## src/rtl/i2c_pkg.sv

```systemverilog
`default_nettype none

package i2c_pkg;

	//////////////////////////////////////////////////////////////////////
	// Widths

	localparam int BYTE_BITS = 8;	// One data byte on the bus

	//////////////////////////////////////////////////////////////////////
	// Byte-level command in progress at the transceiver

	typedef enum logic [2:0] {
		cmd_idle,
		cmd_start,		// Start, or repeated start if the bus is held
		cmd_restart,
		cmd_stop,
		cmd_tx,			// Send one byte, sample slave ack
		cmd_rx			// Receive one byte, drive ack/nack
	} xcvr_cmd_t;

	// Register helper sequencer
	typedef enum logic [3:0] {
		hs_idle,
		hs_open_idle,		// Session open, waiting for select or close
		hs_slave_addr_write,
		hs_reg_addr,
		hs_reg_addr_next,
		hs_slave_addr_read,
		hs_read_wait,
		hs_read_data,
		hs_write_wait,		// Waiting on client for wdata_valid
		hs_write_data,
		hs_stop,
		hs_stop_wait
	} helper_state_t;

	// Transceiver bit phases
	typedef enum logic [2:0] {
		xs_idle,
		xs_start,
		xs_bit_low,
		xs_bit_high,
		xs_ack_low,
		xs_ack_high,
		xs_stop
	} xcvr_state_t;

endpackage

`default_nettype wire

```

## src/rtl/i2c_xcvr_if.sv

```systemverilog
`timescale 1ns/1ps
`default_nettype none

interface i2c_xcvr_if;

	// Helper to transceiver, all pulses one cycle wide
	logic                            tx_en;
	logic [i2c_pkg::BYTE_BITS-1:0]   tx_data;	// Valid with tx_en
	logic                            rx_en;
	logic                            rx_ack;	// 1 = ack the received byte
	logic                            start_en;
	logic                            restart_en;
	logic                            stop_en;

	// Transceiver to helper
	logic                            busy;		// High the cycle after a pulse until done
	logic                            rx_rdy;	// Pulse, rx_out valid
	logic [i2c_pkg::BYTE_BITS-1:0]   rx_out;
	logic                            tx_ack;	// Level, 1 = slave acked last byte

	modport helper (
		output tx_en, tx_data, rx_en, rx_ack, start_en, restart_en, stop_en,
		input  busy, rx_rdy, rx_out, tx_ack
	);

	modport transceiver (
		input  tx_en, tx_data, rx_en, rx_ack, start_en, restart_en, stop_en,
		output busy, rx_rdy, rx_out, tx_ack
	);

endinterface

`default_nettype wire

```

## src/rtl/i2c_reg_helper.sv

```systemverilog
`timescale 1ns/1ps
`default_nettype none

module i2c_reg_helper #(
	parameter int ADDR_BYTES = 1
) (
	input  wire                                  clk,
	input  wire                                  reset,
	input  wire  [6:0]                           slave_addr,
	input  wire                                  open,
	input  wire                                  select,
	input  wire  [i2c_pkg::BYTE_BITS*ADDR_BYTES-1:0] addr,
	input  wire                                  we,
	input  wire  [7:0]                           burst_len,
	input  wire                                  close,
	input  wire                                  wdata_valid,
	input  wire  [i2c_pkg::BYTE_BITS-1:0]        wdata,
	output logic                                 ready,
	output logic                                 done,
	output logic                                 rdata_valid,
	output logic [i2c_pkg::BYTE_BITS-1:0]        rdata,
	output logic                                 err,		// Sticky nack flag
	output logic                                 need_wdata,
	i2c_xcvr_if.helper                           xcvr
);

	localparam int ADDR_SIZE = i2c_pkg::BYTE_BITS * ADDR_BYTES;
	localparam int ACNT_W    = $clog2(ADDR_BYTES + 1);

	i2c_pkg::helper_state_t  state;
	i2c_pkg::xcvr_cmd_t      cmd_issued;	// Command pulse currently on the interface
	logic [ADDR_SIZE-1:0]    saved_addr;	// Register address, MSB byte on top
	logic [ACNT_W-1:0]       addr_left;		// Address bytes still to send
	logic [7:0]              bytes_left;	// Burst countdown
	logic                    we_r;
	logic                    tx_pend;		// A sent byte whose ack is not yet checked
	logic                    xcvr_free;

	// Which command is in flight this cycle
	always_comb begin
		if (xcvr.start_en)
			cmd_issued = i2c_pkg::cmd_start;
		else if (xcvr.restart_en)
			cmd_issued = i2c_pkg::cmd_restart;
		else if (xcvr.stop_en)
			cmd_issued = i2c_pkg::cmd_stop;
		else if (xcvr.tx_en)
			cmd_issued = i2c_pkg::cmd_tx;
		else if (xcvr.rx_en)
			cmd_issued = i2c_pkg::cmd_rx;
		else
			cmd_issued = i2c_pkg::cmd_idle;
	end

	// busy only rises a cycle after the pulse, so hold off while one is out
	assign xcvr_free = !xcvr.busy && (cmd_issued == i2c_pkg::cmd_idle);

	always_ff @(posedge clk) begin
		if (reset) begin
			state           <= i2c_pkg::hs_idle;
			ready           <= 1'b0;
			done            <= 1'b0;
			rdata_valid     <= 1'b0;
			need_wdata      <= 1'b0;
			err             <= 1'b0;
			tx_pend         <= 1'b0;
			addr_left       <= '0;
			bytes_left      <= '0;
			we_r            <= 1'b0;
			xcvr.tx_en      <= 1'b0;
			xcvr.rx_en      <= 1'b0;
			xcvr.start_en   <= 1'b0;
			xcvr.restart_en <= 1'b0;
			xcvr.stop_en    <= 1'b0;
		end else begin
			done            <= 1'b0;	// Pulses default low
			rdata_valid     <= 1'b0;
			need_wdata      <= 1'b0;
			xcvr.tx_en      <= 1'b0;
			xcvr.rx_en      <= 1'b0;
			xcvr.start_en   <= 1'b0;
			xcvr.restart_en <= 1'b0;
			xcvr.stop_en    <= 1'b0;

			// Check ack of the last byte sent once it has finished
			if (xcvr_free && tx_pend) begin
				tx_pend <= 1'b0;
				if (!xcvr.tx_ack)
					err <= 1'b1;
			end

			case (state)

				//////////////////////////////////////////////////////////////////////
				// Session control

				i2c_pkg::hs_idle: begin
					if (open) begin
						ready <= 1'b1;
						err   <= 1'b0;		// New session, forget old nacks
						state <= i2c_pkg::hs_open_idle;
					end
				end

				i2c_pkg::hs_open_idle: begin
					if (select) begin
						ready         <= 1'b0;
						xcvr.start_en <= 1'b1;	// Repeated start if bus still held
						saved_addr    <= addr;
						addr_left     <= ACNT_W'(ADDR_BYTES);
						bytes_left    <= burst_len;
						we_r          <= we;
						state         <= i2c_pkg::hs_slave_addr_write;
					end else if (close) begin
						ready <= 1'b0;
						state <= i2c_pkg::hs_stop;
					end
				end

				//////////////////////////////////////////////////////////////////////
				// Header: device address and register address

				i2c_pkg::hs_slave_addr_write: begin
					if (xcvr_free) begin
						xcvr.tx_en   <= 1'b1;
						xcvr.tx_data <= {slave_addr, 1'b0};
						tx_pend      <= 1'b1;
						state        <= i2c_pkg::hs_reg_addr;
					end
				end

				i2c_pkg::hs_reg_addr: begin
					if (xcvr_free) begin
						xcvr.tx_en   <= 1'b1;
						xcvr.tx_data <= saved_addr[ADDR_SIZE-1 -: i2c_pkg::BYTE_BITS];
						tx_pend      <= 1'b1;
						saved_addr   <= saved_addr << i2c_pkg::BYTE_BITS;	// Next byte up
						addr_left    <= addr_left - 1'b1;
						state        <= i2c_pkg::hs_reg_addr_next;
					end
				end

				i2c_pkg::hs_reg_addr_next: begin
					if (xcvr_free) begin
						if (addr_left != '0) begin
							state <= i2c_pkg::hs_reg_addr;
						end else if (bytes_left == 8'd0) begin
							ready <= 1'b1;		// Empty burst, address only
							state <= i2c_pkg::hs_open_idle;
						end else if (!we_r) begin
							xcvr.restart_en <= 1'b1;
							state           <= i2c_pkg::hs_slave_addr_read;
						end else begin
							need_wdata <= 1'b1;
							state      <= i2c_pkg::hs_write_wait;
						end
					end
				end

				i2c_pkg::hs_slave_addr_read: begin
					if (xcvr_free) begin
						xcvr.tx_en   <= 1'b1;
						xcvr.tx_data <= {slave_addr, 1'b1};
						tx_pend      <= 1'b1;
						state        <= i2c_pkg::hs_read_wait;
					end
				end

				//////////////////////////////////////////////////////////////////////
				// Read burst

				i2c_pkg::hs_read_wait: begin
					if (xcvr_free) begin
						xcvr.rx_en  <= 1'b1;
						xcvr.rx_ack <= (bytes_left != 8'd1);	// Nack the last byte
						state       <= i2c_pkg::hs_read_data;
					end
				end

				i2c_pkg::hs_read_data: begin
					if (xcvr.rx_rdy) begin
						rdata_valid <= 1'b1;
						rdata       <= xcvr.rx_out;
						bytes_left  <= bytes_left - 1'b1;
						if (bytes_left == 8'd1) begin
							ready <= 1'b1;
							state <= i2c_pkg::hs_open_idle;
						end else begin
							state <= i2c_pkg::hs_read_wait;
						end
					end
				end

				//////////////////////////////////////////////////////////////////////
				// Write burst

				i2c_pkg::hs_write_wait: begin
					if (wdata_valid) begin		// Client may take any time
						xcvr.tx_en   <= 1'b1;
						xcvr.tx_data <= wdata;
						tx_pend      <= 1'b1;
						state        <= i2c_pkg::hs_write_data;
					end
				end

				i2c_pkg::hs_write_data: begin
					if (xcvr_free) begin
						bytes_left <= bytes_left - 1'b1;
						if (bytes_left == 8'd1) begin
							ready <= 1'b1;
							state <= i2c_pkg::hs_open_idle;
						end else begin
							need_wdata <= 1'b1;
							state      <= i2c_pkg::hs_write_wait;
						end
					end
				end

				// Close: stop condition, then done
				i2c_pkg::hs_stop: begin
					if (xcvr_free) begin
						xcvr.stop_en <= 1'b1;
						state        <= i2c_pkg::hs_stop_wait;
					end
				end

				i2c_pkg::hs_stop_wait: begin
					if (xcvr_free) begin
						done  <= 1'b1;
						state <= i2c_pkg::hs_idle;
					end
				end

				default: state <= i2c_pkg::hs_idle;

			endcase
		end
	end

	// Client only selects inside an open, idle session
	select_needs_ready: assert property (
		@(posedge clk) disable iff (reset) select |-> ready
	);

	// Command pulses never overlap a transceiver operation
	no_cmd_while_busy: assert property (
		@(posedge clk) disable iff (reset)
		(cmd_issued != i2c_pkg::cmd_idle) |-> !xcvr.busy
	);

endmodule

`default_nettype wire

```

## src/rtl/i2c_reg_master.sv

```systemverilog
`timescale 1ns/1ps
`default_nettype none

module i2c_reg_master #(
	parameter int ADDR_BYTES = 1,	// Register address width in bytes
	parameter int CLK_DIV    = 8	// clk cycles per SCL quarter
) (
	input  wire                                  clk,
	input  wire                                  reset,
	input  wire  [6:0]                           slave_addr,
	input  wire                                  open,
	input  wire                                  select,
	input  wire  [i2c_pkg::BYTE_BITS*ADDR_BYTES-1:0] addr,
	input  wire                                  we,
	input  wire  [7:0]                           burst_len,
	input  wire                                  close,
	input  wire                                  wdata_valid,
	input  wire  [i2c_pkg::BYTE_BITS-1:0]        wdata,
	output logic                                 ready,
	output logic                                 done,
	output logic                                 rdata_valid,
	output logic [i2c_pkg::BYTE_BITS-1:0]        rdata,
	output logic                                 err,
	output logic                                 need_wdata,
	output logic                                 scl,
	output logic                                 sda_oe,
	input  wire                                  sda_in
);

	i2c_xcvr_if xcvr_if ();		// Byte commands, helper to transceiver

	// Register transaction sequencer
	i2c_reg_helper #(
		.ADDR_BYTES (ADDR_BYTES)
	) i2c_reg_helper_i (
		.clk         (clk),
		.reset       (reset),
		.slave_addr  (slave_addr),
		.open        (open),
		.select      (select),
		.addr        (addr),
		.we          (we),
		.burst_len   (burst_len),
		.close       (close),
		.wdata_valid (wdata_valid),
		.wdata       (wdata),
		.ready       (ready),
		.done        (done),
		.rdata_valid (rdata_valid),
		.rdata       (rdata),
		.err         (err),
		.need_wdata  (need_wdata),
		.xcvr        (xcvr_if.helper)
	);

	// Bit engine on the pins
	i2c_transceiver #(
		.CLK_DIV (CLK_DIV)
	) i2c_transceiver_i (
		.clk    (clk),
		.reset  (reset),
		.xcvr   (xcvr_if.transceiver),
		.scl    (scl),
		.sda_oe (sda_oe),
		.sda_in (sda_in)
	);

endmodule

`default_nettype wire

```

## src/rtl/i2c_transceiver.sv

```systemverilog
`timescale 1ns/1ps
`default_nettype none

module i2c_transceiver #(
	parameter int CLK_DIV = 8	// clk cycles per SCL quarter period
) (
	input  wire                clk,
	input  wire                reset,
	i2c_xcvr_if.transceiver    xcvr,
	output logic               scl,
	output logic               sda_oe,	// 1 pulls SDA low
	input  wire                sda_in
);

	localparam int CNT_W = (CLK_DIV > 1) ? $clog2(CLK_DIV) : 1;
	localparam int MSB   = i2c_pkg::BYTE_BITS - 1;

	i2c_pkg::xcvr_state_t           state;
	i2c_pkg::xcvr_cmd_t             op;		// Operation in progress
	i2c_pkg::xcvr_cmd_t             new_cmd;
	logic [CNT_W-1:0]               qcnt;
	logic                           tick;		// End of a quarter period
	logic [1:0]                     qtr;		// Quarter within the current bit
	logic [2:0]                     bit_cnt;
	logic [i2c_pkg::BYTE_BITS-1:0]  shreg;		// Shared tx/rx shifter
	logic                           rx_ack_r;

	// Decode incoming pulse
	always_comb begin
		if (xcvr.start_en)
			new_cmd = i2c_pkg::cmd_start;
		else if (xcvr.restart_en)
			new_cmd = i2c_pkg::cmd_restart;
		else if (xcvr.stop_en)
			new_cmd = i2c_pkg::cmd_stop;
		else if (xcvr.tx_en)
			new_cmd = i2c_pkg::cmd_tx;
		else if (xcvr.rx_en)
			new_cmd = i2c_pkg::cmd_rx;
		else
			new_cmd = i2c_pkg::cmd_idle;
	end

	//////////////////////////////////////////////////////////////////////
	// Quarter-period divider, runs only while a command is active

	assign tick = (qcnt == CNT_W'(CLK_DIV - 1));

	always_ff @(posedge clk) begin
		if (reset || state == i2c_pkg::xs_idle || tick)
			qcnt <= '0;
		else
			qcnt <= qcnt + 1'b1;
	end

	//////////////////////////////////////////////////////////////////////
	// Bit phase FSM, actions happen at the end of each quarter

	always_ff @(posedge clk) begin
		if (reset) begin
			state       <= i2c_pkg::xs_idle;
			op          <= i2c_pkg::cmd_idle;
			qtr         <= '0;
			bit_cnt     <= '0;
			scl         <= 1'b1;	// Bus released
			sda_oe      <= 1'b0;
			xcvr.busy   <= 1'b0;
			xcvr.rx_rdy <= 1'b0;
			xcvr.tx_ack <= 1'b0;
		end else begin
			xcvr.rx_rdy <= 1'b0;
			if (tick)
				qtr <= qtr + 1'b1;

			case (state)

				i2c_pkg::xs_idle: begin
					if (new_cmd != i2c_pkg::cmd_idle) begin
						op        <= new_cmd;
						xcvr.busy <= 1'b1;
						qtr       <= '0;
						bit_cnt   <= 3'd7;
						case (new_cmd)
							i2c_pkg::cmd_start, i2c_pkg::cmd_restart:
								state <= i2c_pkg::xs_start;
							i2c_pkg::cmd_stop:
								state <= i2c_pkg::xs_stop;
							i2c_pkg::cmd_tx: begin
								shreg <= xcvr.tx_data;
								state <= i2c_pkg::xs_bit_low;
							end
							default: begin		// Receive
								rx_ack_r <= xcvr.rx_ack;
								state    <= i2c_pkg::xs_bit_low;
							end
						endcase
					end
				end

				// Release SDA, raise SCL, then SDA falls with SCL high.
				// On a held bus this is the repeated start.
				i2c_pkg::xs_start: begin
					if (tick) begin
						case (qtr)
							2'd0: sda_oe <= 1'b0;
							2'd1: scl    <= 1'b1;
							2'd2: sda_oe <= 1'b1;	// Start condition
							default: begin
								scl       <= 1'b0;	// Hold bus for the header
								xcvr.busy <= 1'b0;
								op        <= i2c_pkg::cmd_idle;
								state     <= i2c_pkg::xs_idle;
							end
						endcase
					end
				end

				i2c_pkg::xs_stop: begin
					if (tick) begin
						case (qtr)
							2'd0: begin
								if (!scl)
									sda_oe <= 1'b1;	// Low before SCL rises
							end
							2'd1: scl    <= 1'b1;
							2'd2: sda_oe <= 1'b0;	// Stop condition
							default: begin
								xcvr.busy <= 1'b0;
								op        <= i2c_pkg::cmd_idle;
								state     <= i2c_pkg::xs_idle;
							end
						endcase
					end
				end

				// Data bits, MSB first
				i2c_pkg::xs_bit_low: begin
					if (tick) begin
						if (qtr == 2'd0) begin
							sda_oe <= (op == i2c_pkg::cmd_tx) && !shreg[MSB];
						end else begin
							scl   <= 1'b1;
							state <= i2c_pkg::xs_bit_high;
						end
					end
				end

				i2c_pkg::xs_bit_high: begin
					if (tick) begin
						if (qtr == 2'd2) begin
							shreg <= {shreg[MSB-1:0], sda_in};	// Sample mid-high
						end else begin
							scl <= 1'b0;
							if (bit_cnt == 3'd0) begin
								state <= i2c_pkg::xs_ack_low;
							end else begin
								bit_cnt <= bit_cnt - 1'b1;
								state   <= i2c_pkg::xs_bit_low;
							end
						end
					end
				end

				// Ninth bit: slave acks our byte, or we ack theirs
				i2c_pkg::xs_ack_low: begin
					if (tick) begin
						if (qtr == 2'd0) begin
							sda_oe <= (op == i2c_pkg::cmd_rx) && rx_ack_r;
						end else begin
							scl   <= 1'b1;
							state <= i2c_pkg::xs_ack_high;
						end
					end
				end

				i2c_pkg::xs_ack_high: begin
					if (tick) begin
						if (qtr == 2'd2) begin
							if (op == i2c_pkg::cmd_tx)
								xcvr.tx_ack <= !sda_in;
						end else begin
							scl       <= 1'b0;
							xcvr.busy <= 1'b0;
							if (op == i2c_pkg::cmd_rx) begin
								xcvr.rx_rdy <= 1'b1;
								xcvr.rx_out <= shreg;
							end
							op    <= i2c_pkg::cmd_idle;
							state <= i2c_pkg::xs_idle;
						end
					end
				end

				default: state <= i2c_pkg::xs_idle;

			endcase
		end
	end

	one_cmd_at_a_time: assert property (
		@(posedge clk) disable iff (reset)
		$onehot0({xcvr.tx_en, xcvr.rx_en, xcvr.start_en, xcvr.restart_en, xcvr.stop_en})
	);

	// SDA moves under a low SCL except for start and stop conditions
	sda_only_while_scl_low: assert property (
		@(posedge clk) disable iff (reset)
		($changed(sda_oe) && state != i2c_pkg::xs_start && state != i2c_pkg::xs_stop)
			|-> (!scl && !$past(scl))
	);

endmodule

`default_nettype wire

```

## config.mk

```make
export PLATFORM = sky130hd
export DESIGN_NAME = i2c_reg_master
export DESIGN_NICKNAME = d
export VERILOG_FILES = /design/src/rtl/i2c_pkg.sv /design/src/rtl/i2c_xcvr_if.sv /design/src/rtl/i2c_reg_helper.sv /design/src/rtl/i2c_reg_master.sv /design/src/rtl/i2c_transceiver.sv
export SDC_FILE = /design/constraint.sdc
export NUM_CORES = 1
export LEC_CHECK = 0
export BUFFER_PORTS_ARGS = -buffer_cell sky130_fd_sc_hd__buf_4
export CAP_MARGIN = 20
export CORE_AREA = 5 5 113 136
export CTS_BUF_LIST = sky130_fd_sc_hd__clkbuf_2 sky130_fd_sc_hd__clkbuf_4 sky130_fd_sc_hd__clkbuf_8
export CTS_CLUSTER_SIZE = 8
export DETAILED_ROUTE_END_ITERATION = 7
export DIE_AREA = 0 0 118 141
export HOLD_SLACK_MARGIN = 0.05
export PLACE_DENSITY = 0.6
export REMOVE_ABC_BUFFERS = 1
export SYNTH_ARGS = -nofsm -noshare
export SYNTH_HDL_FRONTEND = slang
export SYNTH_SLANG_ARGS = --single-unit
```

## constraint.sdc

```tcl
create_clock -name clk -period 5.35 [get_ports clk]
set_clock_uncertainty 0.15 [all_clocks]
set_input_delay 1.07 -clock clk [delete_from_list [all_inputs] [get_ports clk]]
set_output_delay 1.07 -clock clk [all_outputs]
set_load 0.02 [all_outputs]
```

==> results_dict.tcl, run 1 <==
set metrics [dict create \
    finalCoreUtilization_pct 36.3 \
    worstPathCellList "nand2_1 -> nor3_2 -> nand2_1 -> a21oi_1" \
    hp-class "reg -> reg" \
    yosys.area.top_type_share_pct 28.9 \
    finalHoldViolCount 0 \
    grt_pass1_wl_mm 17.6 \
    synth_compound_area_share_pct 19.6 \
    gr-usage-met1_pct 16.3 \
    grt_usage_pct 12.8 \
    grt.busiest_layer "met2" \
    synthXorXnorAreaFrac_pct 0.401 \
    die_w_um 118 \
    synthAdderAreaFrac_pct 3.15 \
    worst_pin_slew_ns 0.948 \
    worstReg2RegEnd "i2c_reg_helper_i.saved_addr[4]" \
    fp.dieH_um 141 \
    synthMuxAreaShare_pct 3.52 \
    vias 3653 \
    rr_startpoint "i2c_reg_helper_i.state[1]" \
    p_sw_share_pct 40.1 \
    io_buffers 53 \
    worstSkewPairLatency_ns 0.37 \
    synth_edf_count 42 \
    power_density_nw_per_um2 432 \
    max_slew_margin_pct 36.5 \
    seqPwrFrac_pct 41.7 \
    finalSetupViolCount 0 \
    grt_pass1_vias 3537 \
    worstHoldStart "i2c_transceiver_i.xcvr.rx_out[7]" \
    min_period_over_period_pct 58.2 \
    worst_ep_arrival_time_ns 2.97 \
    drt.antenna.violating_nets 0 \
    synthTopCellsByArea "edfxtp_1, dfxtp_1, a21oi_1" \
    antenna_found_initial 0 \
    vdd_drop_max_v 0.000179 \
    rrSetupSlack_ns 2.24 \
    async_reset_ff_share_pct 0 \
    ff2ff_path_depth 4 \
    critPathMaxFanout 19 \
    cp-start-kind "flip-flop" \
    cts_root_buffer "clkbuf_8" \
    h-tree-depth 3 \
    met3_usage_pct 2.97 \
    cts_tree "built" \
    crit_top_cell "nand2_1" \
    hpwl_mm 7.60 \
    synth_flop_cell "dfxtp_1" \
    holdPathEnd "i2c_reg_helper_i.rdata[7]" \
    yosysTopAreaCell "edfxtp_1" \
    rsz0062_at_grt "false" \
    synth_cells 452 \
    post-cts-setup-buffers 0 \
    met2_usage_pct 21.0 \
    synth_top_family_by_area "compound AO/OA/AOI/OAI gates" \
    antenna_cells 0 \
    ys_types 61 \
    cts_resized 0 \
    clockPowerShare_pct 19.8 \
    drcViolationCount 0 \
    crit_path_end_kind "flip-flop" \
    numCtsBuffers 9 \
    start_util_pct 31.1 \
    p_switching_w 0.000884 \
    die_area_um2 16600 \
    ctsHoldBuffers 0 \
    final_max_slew_viol_count 0 \
    first_pass_iters 4 \
    clk_pin_slew_ns 0.09 \
    syn_area_per_cell_um2 9.66 \
    synth-seq-cells 86 \
    worstSetupPathType "reg -> reg" \
    clock.fmax_ghz 0.321 \
    min_path_cells 0 \
    core-area_um2 14100 \
    final_common_cell "buf_4" \
    grt_max_degree 47 \
    wire_per_inst_um 15.7 \
    nets 545 \
    drt-total-wl_mm 10.6 \
    intPower_w 0.00132 \
    syn_to_final_growth_pct 16.8 \
    min_period_ns 3.11 \
    p_comb_share_pct 38.5 \
    critPathSlowestCell "nor3_2" \
    clock_path_buffers 2 \
    clock-sinks 86 \
    synth_area_um2 4370 \
    place_congestion 0.880 \
    synth_warnings 0 \
    cp_data_required_time_ns 5.21 \
    max_stage_delay_ns 0.78 \
    fin_setup_tns_ns 0 \
    layout-drive-gt1-share_pct 19.2 \
    final_cell_mix "buf_4, dfxtp_1, edfxtp_1" \
    status "finished clean" \
    leakage_nw 1.86 \
    synth_simple_gate_area_share_pct 19.4 \
    drv_cap 0 \
    first_iter_violations 231 \
    vias_per_cell 5.41 \
    ios 54 \
    grt-ovfl-total 0 \
    rows 48 \
    ys_seq_area_share_pct 49.0 \
]
sequential cells by signal (all words and copies together), names as in the netlist, 2 cells and up:
name	count
i2c_transceiver_i.bit_cnt	3
i2c_reg_helper_i.xcvr.tx_data	8
i2c_reg_helper_i.bytes_left	8
i2c_reg_helper_i.rdata	8
i2c_reg_helper_i.state	4
i2c_transceiver_i.shreg	8
i2c_reg_helper_i.saved_addr	8
i2c_transceiver_i.qcnt	3
i2c_transceiver_i.qtr	2
i2c_transceiver_i.xcvr.rx_out	8
i2c_transceiver_i.op	3
i2c_transceiver_i.state	3
worst max path at each step:
stage                                    startpoint                              to  cells after the start
after detailed placement  i2c_reg_helper_i.state[1]  i2c_reg_helper_i.saved_addr[3]                      4
after floorplan           i2c_reg_helper_i.state[0]  i2c_reg_helper_i.saved_addr[0]                      4
after global placement    i2c_reg_helper_i.state[1]  i2c_reg_helper_i.saved_addr[3]                      4
after global routing      i2c_reg_helper_i.state[1]  i2c_reg_helper_i.saved_addr[0]                      4
after CTS                 i2c_reg_helper_i.state[1]  i2c_reg_helper_i.saved_addr[7]                      4
final                     i2c_reg_helper_i.state[1]  i2c_reg_helper_i.saved_addr[4]                      4
Yosys cell counts, types with 8 or more instances:
cell	number
clkbuf_1	22
nand2_1	27
edfxtp_1	42
nor2_1	36
nor3_1	24
o21ai_0	26
a21oi_1	31
ha_1	11
inv_1	28
nor2b_1	16
nor4_1	8
a211oi_1	10
mux2_2	11
dfxtp_1	44
per-layer routing:
layer,vias up,routed length (um)
met5,-,0
met3,23,536
met1,1737,4600
met2,112,5170
met4,0,261
li1,1781,-
per-stage QoR:
step	hold WS [ns]	worst slack, ns	total power (W)	cell area (um2)	instances
after CTS	0.278	2.22	0.00221	5090	674
after floorplan	0.250	2.39	0.00151	4260	426
after global routing	0.286	1.99	0.00237	5100	675
after detailed placement	0.255	2.26	0.00177	4910	658
final	0.276	2.24	0.00220	5100	675
after global placement	0.255	2.41	0.00175	4910	658
worst max-delay path: cells and delay by family, from the launching register on:
| kind | cells | cell delay (ns) |
|---|---|---|
| AO/OA/AOI/OAI | 1 | 0.66 |
| AND/OR/NAND/NOR | 3 | 1.21 |
| flip-flops | 1 | 0.73 |
power groups by stage:
stage          clock [W]  sequential, W  combinational (W)
4_1_cts         0.000451       0.000915           0.000846
6_report        0.000437       0.000919           0.000848
2_1_floorplan          0       0.000917           0.000593
3_5_place_dp           0       0.000930           0.000843
3_3_place_gp           0       0.000927           0.000827
5_1_grt         0.000484       0.000936           0.000952
logic make-up after synthesis:
family,after synthesis
fa+ha+maj,11
xor+xnor,2
simple gates,160
mux,14
compound gates,125
flops,86
buf+inv,54
cell type report:
| type | instances | area [um2] |
|---|---|---|
| sequential | 86 | 2140 |
| tap | 175 | 219 |
| clock buffer | 9 | 124 |
| fill | 1474 | 8950 |
| timing repair buffer | 58 | 435 |
| inverter | 28 | 105 |
| multi-input combinational | 312 | 2020 |
| clock inverter | 7 | 56.3 |
No activity file was read; power rests on OpenSTA's default activity.
==> run 2, diff against run 1 <==
- PLACE_DENSITY: 0.6 -> 0.61
- clock period: 5.35 -> 2.8 ns (I/O delays scaled with it)
==> run 2 against run 1 <==
Effect of this change: utilization increased by 0.78 points; sequential share of layout area decreased by 0.89 points; cell area increased by 2.2%; highest routed layer unchanged; largest cell class unchanged; first-iteration DRC count decreased by 37%.
==> results_dict.tcl, run 2 (synthesis gave the netlist of run 1 again) <==
set metrics [dict create \
    min_period_ns 2.46 \
    p_sw_share_pct 39.4 \
    vias 3664 \
    p_comb_share_pct 40.6 \
    fp.dieH_um 141 \
    min_path_cells 2 \
    min_period_over_period_pct 87.9 \
    h-tree-depth 3 \
    drt.antenna.violating_nets 0 \
    max_stage_delay_ns 0.53 \
    clockPowerShare_pct 18.9 \
    first_pass_iters 4 \
    die_area_um2 16600 \
    numCtsBuffers 9 \
    nets 560 \
    clock.fmax_ghz 0.406 \
    grt_pass1_wl_mm 18.2 \
    hp-class "in -> reg" \
    seqPwrFrac_pct 40.5 \
    status "finished clean" \
    die_w_um 118 \
    clock-sinks 86 \
    timing.hold.ws_ns 0.258 \
    final_cell_mix "buf_4, dfxtp_1, edfxtp_1" \
    rrSetupSlack_ns 0.34 \
    critPathMaxFanout 8 \
    p_total_w 0.00430 \
    worstReg2RegEnd "i2c_reg_helper_i.xcvr.tx_data[7]" \
    critical_path_buf_inv_count 2 \
    rows 48 \
    crit_path_end_kind "flip-flop" \
    vdd_drop_max_v 0.000313 \
    intPower_w 0.00261 \
    fin_setup_tns_ns 0 \
    clk_pin_slew_ns 0.09 \
    worstSetupPathType "reg -> reg" \
    io_buffers 53 \
    cp_top_family "simple AND/OR/NAND/NOR gates" \
    ff2ff_path_depth 6 \
    grt_max_degree 47 \
    holdPathEnd "i2c_reg_helper_i.err" \
    antenna_cells 0 \
    wire_per_inst_um 15.9 \
    rsz0062_at_grt "false" \
    crit_top_cell "buf_4" \
    post-cts-setup-buffers 0 \
    start_util_pct 31.1 \
    critPathSlowestCell "or4_4" \
    first_iter_violations 146 \
    clock_path_buffers 2 \
    max_slew_margin_pct 55.3 \
    worstSkewPairLatency_ns 0.35 \
    rr_startpoint "i2c_reg_helper_i.xcvr.start_en" \
    worstPathCellList "or4_4 -> or2_0 -> buf_4 -> o32a_2 -> nor2_1 -> buf_4" \
    worstHoldStart "open" \
    startpoint "i2c_reg_helper_i.xcvr.start_en" \
    grt_usage_pct 13.4 \
    place_congestion 0.913 \
    final_common_cell "buf_4" \
    drt-total-wl_mm 10.9 \
    vias_per_cell 5.31 \
    cts_root_buffer "clkbuf_8" \
    grt_pass1_vias 3675 \
    cp_data_required_time_ns 2.72 \
    hpwl_mm 8.08 \
    antenna_found_initial 0 \
    leakage_nw 1.93 \
    final_max_slew_viol_count 0 \
    worst_ep_arrival_time_ns 2.38 \
    ctsHoldBuffers 0 \
    worst_pin_slew_ns 0.665 \
    drcViolationCount 0 \
    ios 54 \
    grt-ovfl-total 0 \
    drv_cap 0 \
    layout-drive-gt1-share_pct 21.4 \
    finalSetupViolCount 0 \
    finalHoldViolCount 0 \
    cts_tree "built" \
    p_switching_w 0.00169 \
    core-area_um2 14100 \
    syn_to_final_growth_pct 19.3 \
    power_density_nw_per_um2 825 \
    cp-start-kind "flip-flop" \
    cts_resized 0 \
]
run 2: worst max path at each step:
stage,to,slack [ns],depth (start not counted)
global placement,i2c_reg_helper_i.need_wdata,0.34,5
detailed placement,i2c_reg_helper_i.xcvr.tx_data[3],0.36,6
floorplan,i2c_reg_helper_i.saved_addr[0],-0.16,4
CTS,i2c_reg_helper_i.xcvr.tx_data[7],0.34,6
global route,i2c_transceiver_i.state[2],0.17,7
finish,i2c_reg_helper_i.xcvr.tx_data[7],0.34,6
run 2: power groups by stage:
stage	combinational (W)	clock (W)	sequential (W)
global route	0.00194	0.000904	0.00178
detailed placement	0.00173	0	0.00177
finish	0.00175	0.000812	0.00174
global placement	0.00170	0	0.00176
floorplan	0.00113	0	0.00175
CTS	0.00174	0.000842	0.00174
run 2: metrics by stage:
stage	cell area, um2	setup WS, ns	utilization, %	cells
floorplan	4260	-0.159	-	426
global placement	5030	0.336	35.8	674
detailed placement	5030	0.360	35.8	674
CTS	5210	0.339	37.1	690
global route	5210	0.169	37.1	690
finish	5210	0.340	37.1	690
run 2: routing by layer:
metal / track usage (%) / wire length (um) / vias to the layer above
met5: 0 / 0 / -
met3: 3.33 / 488 / 13
met4: 5.50 / 191 / 0
li1: - / - / 1810
met1: 15.6 / 4610 / 1756
met2: 23.5 / 5660 / 85
run 2: area by class of cell:
type | instances | area [um2]
fillers | 1490 | 8840
clock buffers | 9 | 124
clock inverters | 7 | 53.8
multi-input cells | 312 | 2020
well taps | 175 | 219
flip-flops and latches | 86 | 2140
repair buffers | 73 | 548
inverters | 28 | 105
run 2: worst register-to-register path: stages, from the launching register on:
cell and delay, ns:
dfxtp_1 0.35, or4_4 0.53, or2_0 0.33, buf_4 0.20
o32a_2 0.35, nor2_1 0.09, buf_4 0.17
==> run 3, diff against run 2 <==
--- a/config.mk
+++ b/config.mk
@@ -6,13 +6,13 @@
 export NUM_CORES = 1
 export LEC_CHECK = 0
-export BUFFER_PORTS_ARGS = -buffer_cell sky130_fd_sc_hd__buf_4
 export CAP_MARGIN = 20
-export CORE_AREA = 5 5 113 136
+export CORE_AREA = 5 5 118 131
 export CTS_BUF_LIST = sky130_fd_sc_hd__clkbuf_2 sky130_fd_sc_hd__clkbuf_4 sky130_fd_sc_hd__clkbuf_8
 export CTS_CLUSTER_SIZE = 8
 export DETAILED_ROUTE_END_ITERATION = 7
-export DIE_AREA = 0 0 118 141
+export DIE_AREA = 0 0 123 136
+export DONT_BUFFER_PORTS = 1
 export HOLD_SLACK_MARGIN = 0.05
-export PLACE_DENSITY = 0.61
+export PLACE_DENSITY = 0.58
 export REMOVE_ABC_BUFFERS = 1
 export SYNTH_ARGS = -nofsm -noshare
==> constraint.sdc (replaced) <==
create_clock -name clk -period 2.8 [get_ports clk]
set_clock_uncertainty 0.15 [all_clocks]
set_input_delay 0.42 -clock clk [delete_from_list [all_inputs] [get_ports clk]]
set_output_delay 0.42 -clock clk [all_outputs]
set_load 0.02 [all_outputs]
==> run 3 against run 2 <==
Effect of this change: sequential power hardly changed; utilization is 2.8 points lower; combinational power fell by 7%; setup slack barely moved; clock-buffer cell count did not move; non-clock buffer count is 54 lower; die area rose by 0.54%; largest power group is now sequential cells.
==> results_dict.tcl, run 3 (synthesis gave the netlist of run 1 again) <==
set metrics [dict create \
    power_density_nw_per_um2 866 \
    ff2ff_path_depth 5 \
    drt.antenna.violating_nets 0 \
    h-tree-depth 3 \
    worst_pin_slew_ns 0.687 \
    rsz0062_at_grt "false" \
    worst_ep_arrival_time_ns 2.57 \
    hpwl_mm 7.65 \
    final_cell_mix "dfxtp_1, edfxtp_1, nor2_1" \
    grt_pass1_vias 3435 \
    worstPathCellList "or4_4 -> or2_0 -> a22o_1 -> or4_1 -> o221a_1" \
    final_max_slew_viol_count 0 \
    antenna_found_initial 0 \
    die_area_um2 16700 \
    wire_per_inst_um 16.5 \
    crit_path_end_kind "flip-flop" \
    postPlaceCellArea_um2 4610 \
    nets 506 \
    syn_to_final_growth_pct 10.8 \
    critPathSlowestCell "or4_4" \
    seqCellArea_um2 2140 \
    first_iter_violations 215 \
    hp-class "in -> reg" \
    min_period_over_period_pct 87.9 \
    layout-drive-gt1-share_pct 11.1 \
    drv_cap 0 \
    worstSetupPathType "reg -> reg" \
    grt_max_degree 36 \
    place_ws_ns 0.379 \
    vias 3492 \
    die_w_um 123 \
    first_pass_iters 5 \
    drcViolationCount 0 \
    max_slew_margin_pct 54.1 \
    vdd_drop_max_v 0.000365 \
    place_congestion 0.886 \
    fill_cells 1444 \
    core-area_um2 14100 \
    worstSkewPairLatency_ns 0.37 \
    final_area_um2 4840 \
    numCtsBuffers 9 \
    clock_path_buffers 2 \
    cts_root_buffer "clkbuf_8" \
    vias_per_cell 5.35 \
    finalHoldViolCount 0 \
    multi_input_area_um2 2010 \
    rows 46 \
    cp_data_required_time_ns 2.91 \
    antenna_cells 0 \
    grt_usage_pct 13.3 \
    drt-total-wl_mm 10.8 \
    ios 54 \
    grt-ovfl-total 0 \
    clk_pin_slew_ns 0.09 \
    cts_tree "built" \
    clock-sinks 86 \
    critPathMaxFanout 5 \
    min_path_cells 2 \
    min_period_ns 2.46 \
    fp.dieH_um 136 \
    grt_pass1_wl_mm 17.4 \
    io_buffers 0 \
    leakage_nw 1.66 \
    timing.final.ws_setup_ns 0.340 \
    max_stage_delay_ns 0.54 \
    finalCoreUtilization_pct 34.3 \
    finalSetupViolCount 0 \
    clock.fmax_ghz 0.406 \
    final_common_cell "dfxtp_1" \
    status "finished clean" \
    cp-start-kind "flip-flop" \
    start_util_pct 31.0 \
]
-- run 3: path summary, 6_finish.rpt --
kind	endpoint	slack, ns	start
worst max-delay path	i2c_reg_helper_i.state[3]	0.34	i2c_reg_helper_i.xcvr.start_en
worst min-delay path	i2c_transceiver_i.scl	0.09	reset
worst max register to register	i2c_reg_helper_i.state[3]	0.34	i2c_reg_helper_i.xcvr.start_en
worst min register to register	i2c_transceiver_i.rx_ack_r	0.27	i2c_reg_helper_i.xcvr.rx_ack
-- run 3: area by class of cell --
class,count,area share (%)
clock inverter,7,1.03
inverter,28,2.17
multi-input combinational,312,41.6
clock buffer,9,2.56
tap,192,4.97
timing repair buffer,19,3.36
sequential,86,44.3
-- run 3: power by group --
group          leakage, nW  switching (W)  internal, W
clock network       0.0849       0.000477     0.000324
registers            0.737       0.000233      0.00153
logic                0.839       0.000955     0.000676
-- run 3: metrics by stage --
step	total power [W]	setup TNS (ns)	hold slack [ns]	instances
2_1_floorplan	0.00288	-1.27	0.250	426
3_3_place_gp	0.00333	0	0.258	633
3_5_place_dp	0.00337	0	0.255	633
4_1_cts	0.00420	0	0.0681	653
5_1_grt	0.00450	0	0.0724	653
6_report	0.00419	0	0.0876	653
-- run 3: critical path, delay by kind of cell (launching register included) --
kind | cells | cell delay [ns]
flip-flops | 1 | 0.35
AND/OR/NAND/NOR | 3 | 1.37
AO/OA/AOI/OAI | 2 | 0.49
-- run 3: per-layer routing --
layer / share of wire [%] / track usage (%) / vias to the layer above
met1: 41 / 15.6 / 1646
li1: - / - / 1699
met3: 7.4 / 4.04 / 21
met5: 0 / 0 / -
met4: 2.2 / 6.58 / 0
met2: 49 / 22.0 / 126
-- run 3: timing repair --
action,CTS,global route
hold endpoints to repair,35,0
buffers inserted,0,0
endpoints found under the setup margin,0,0
gates resized for setup,0,0
hold buffers,4,0
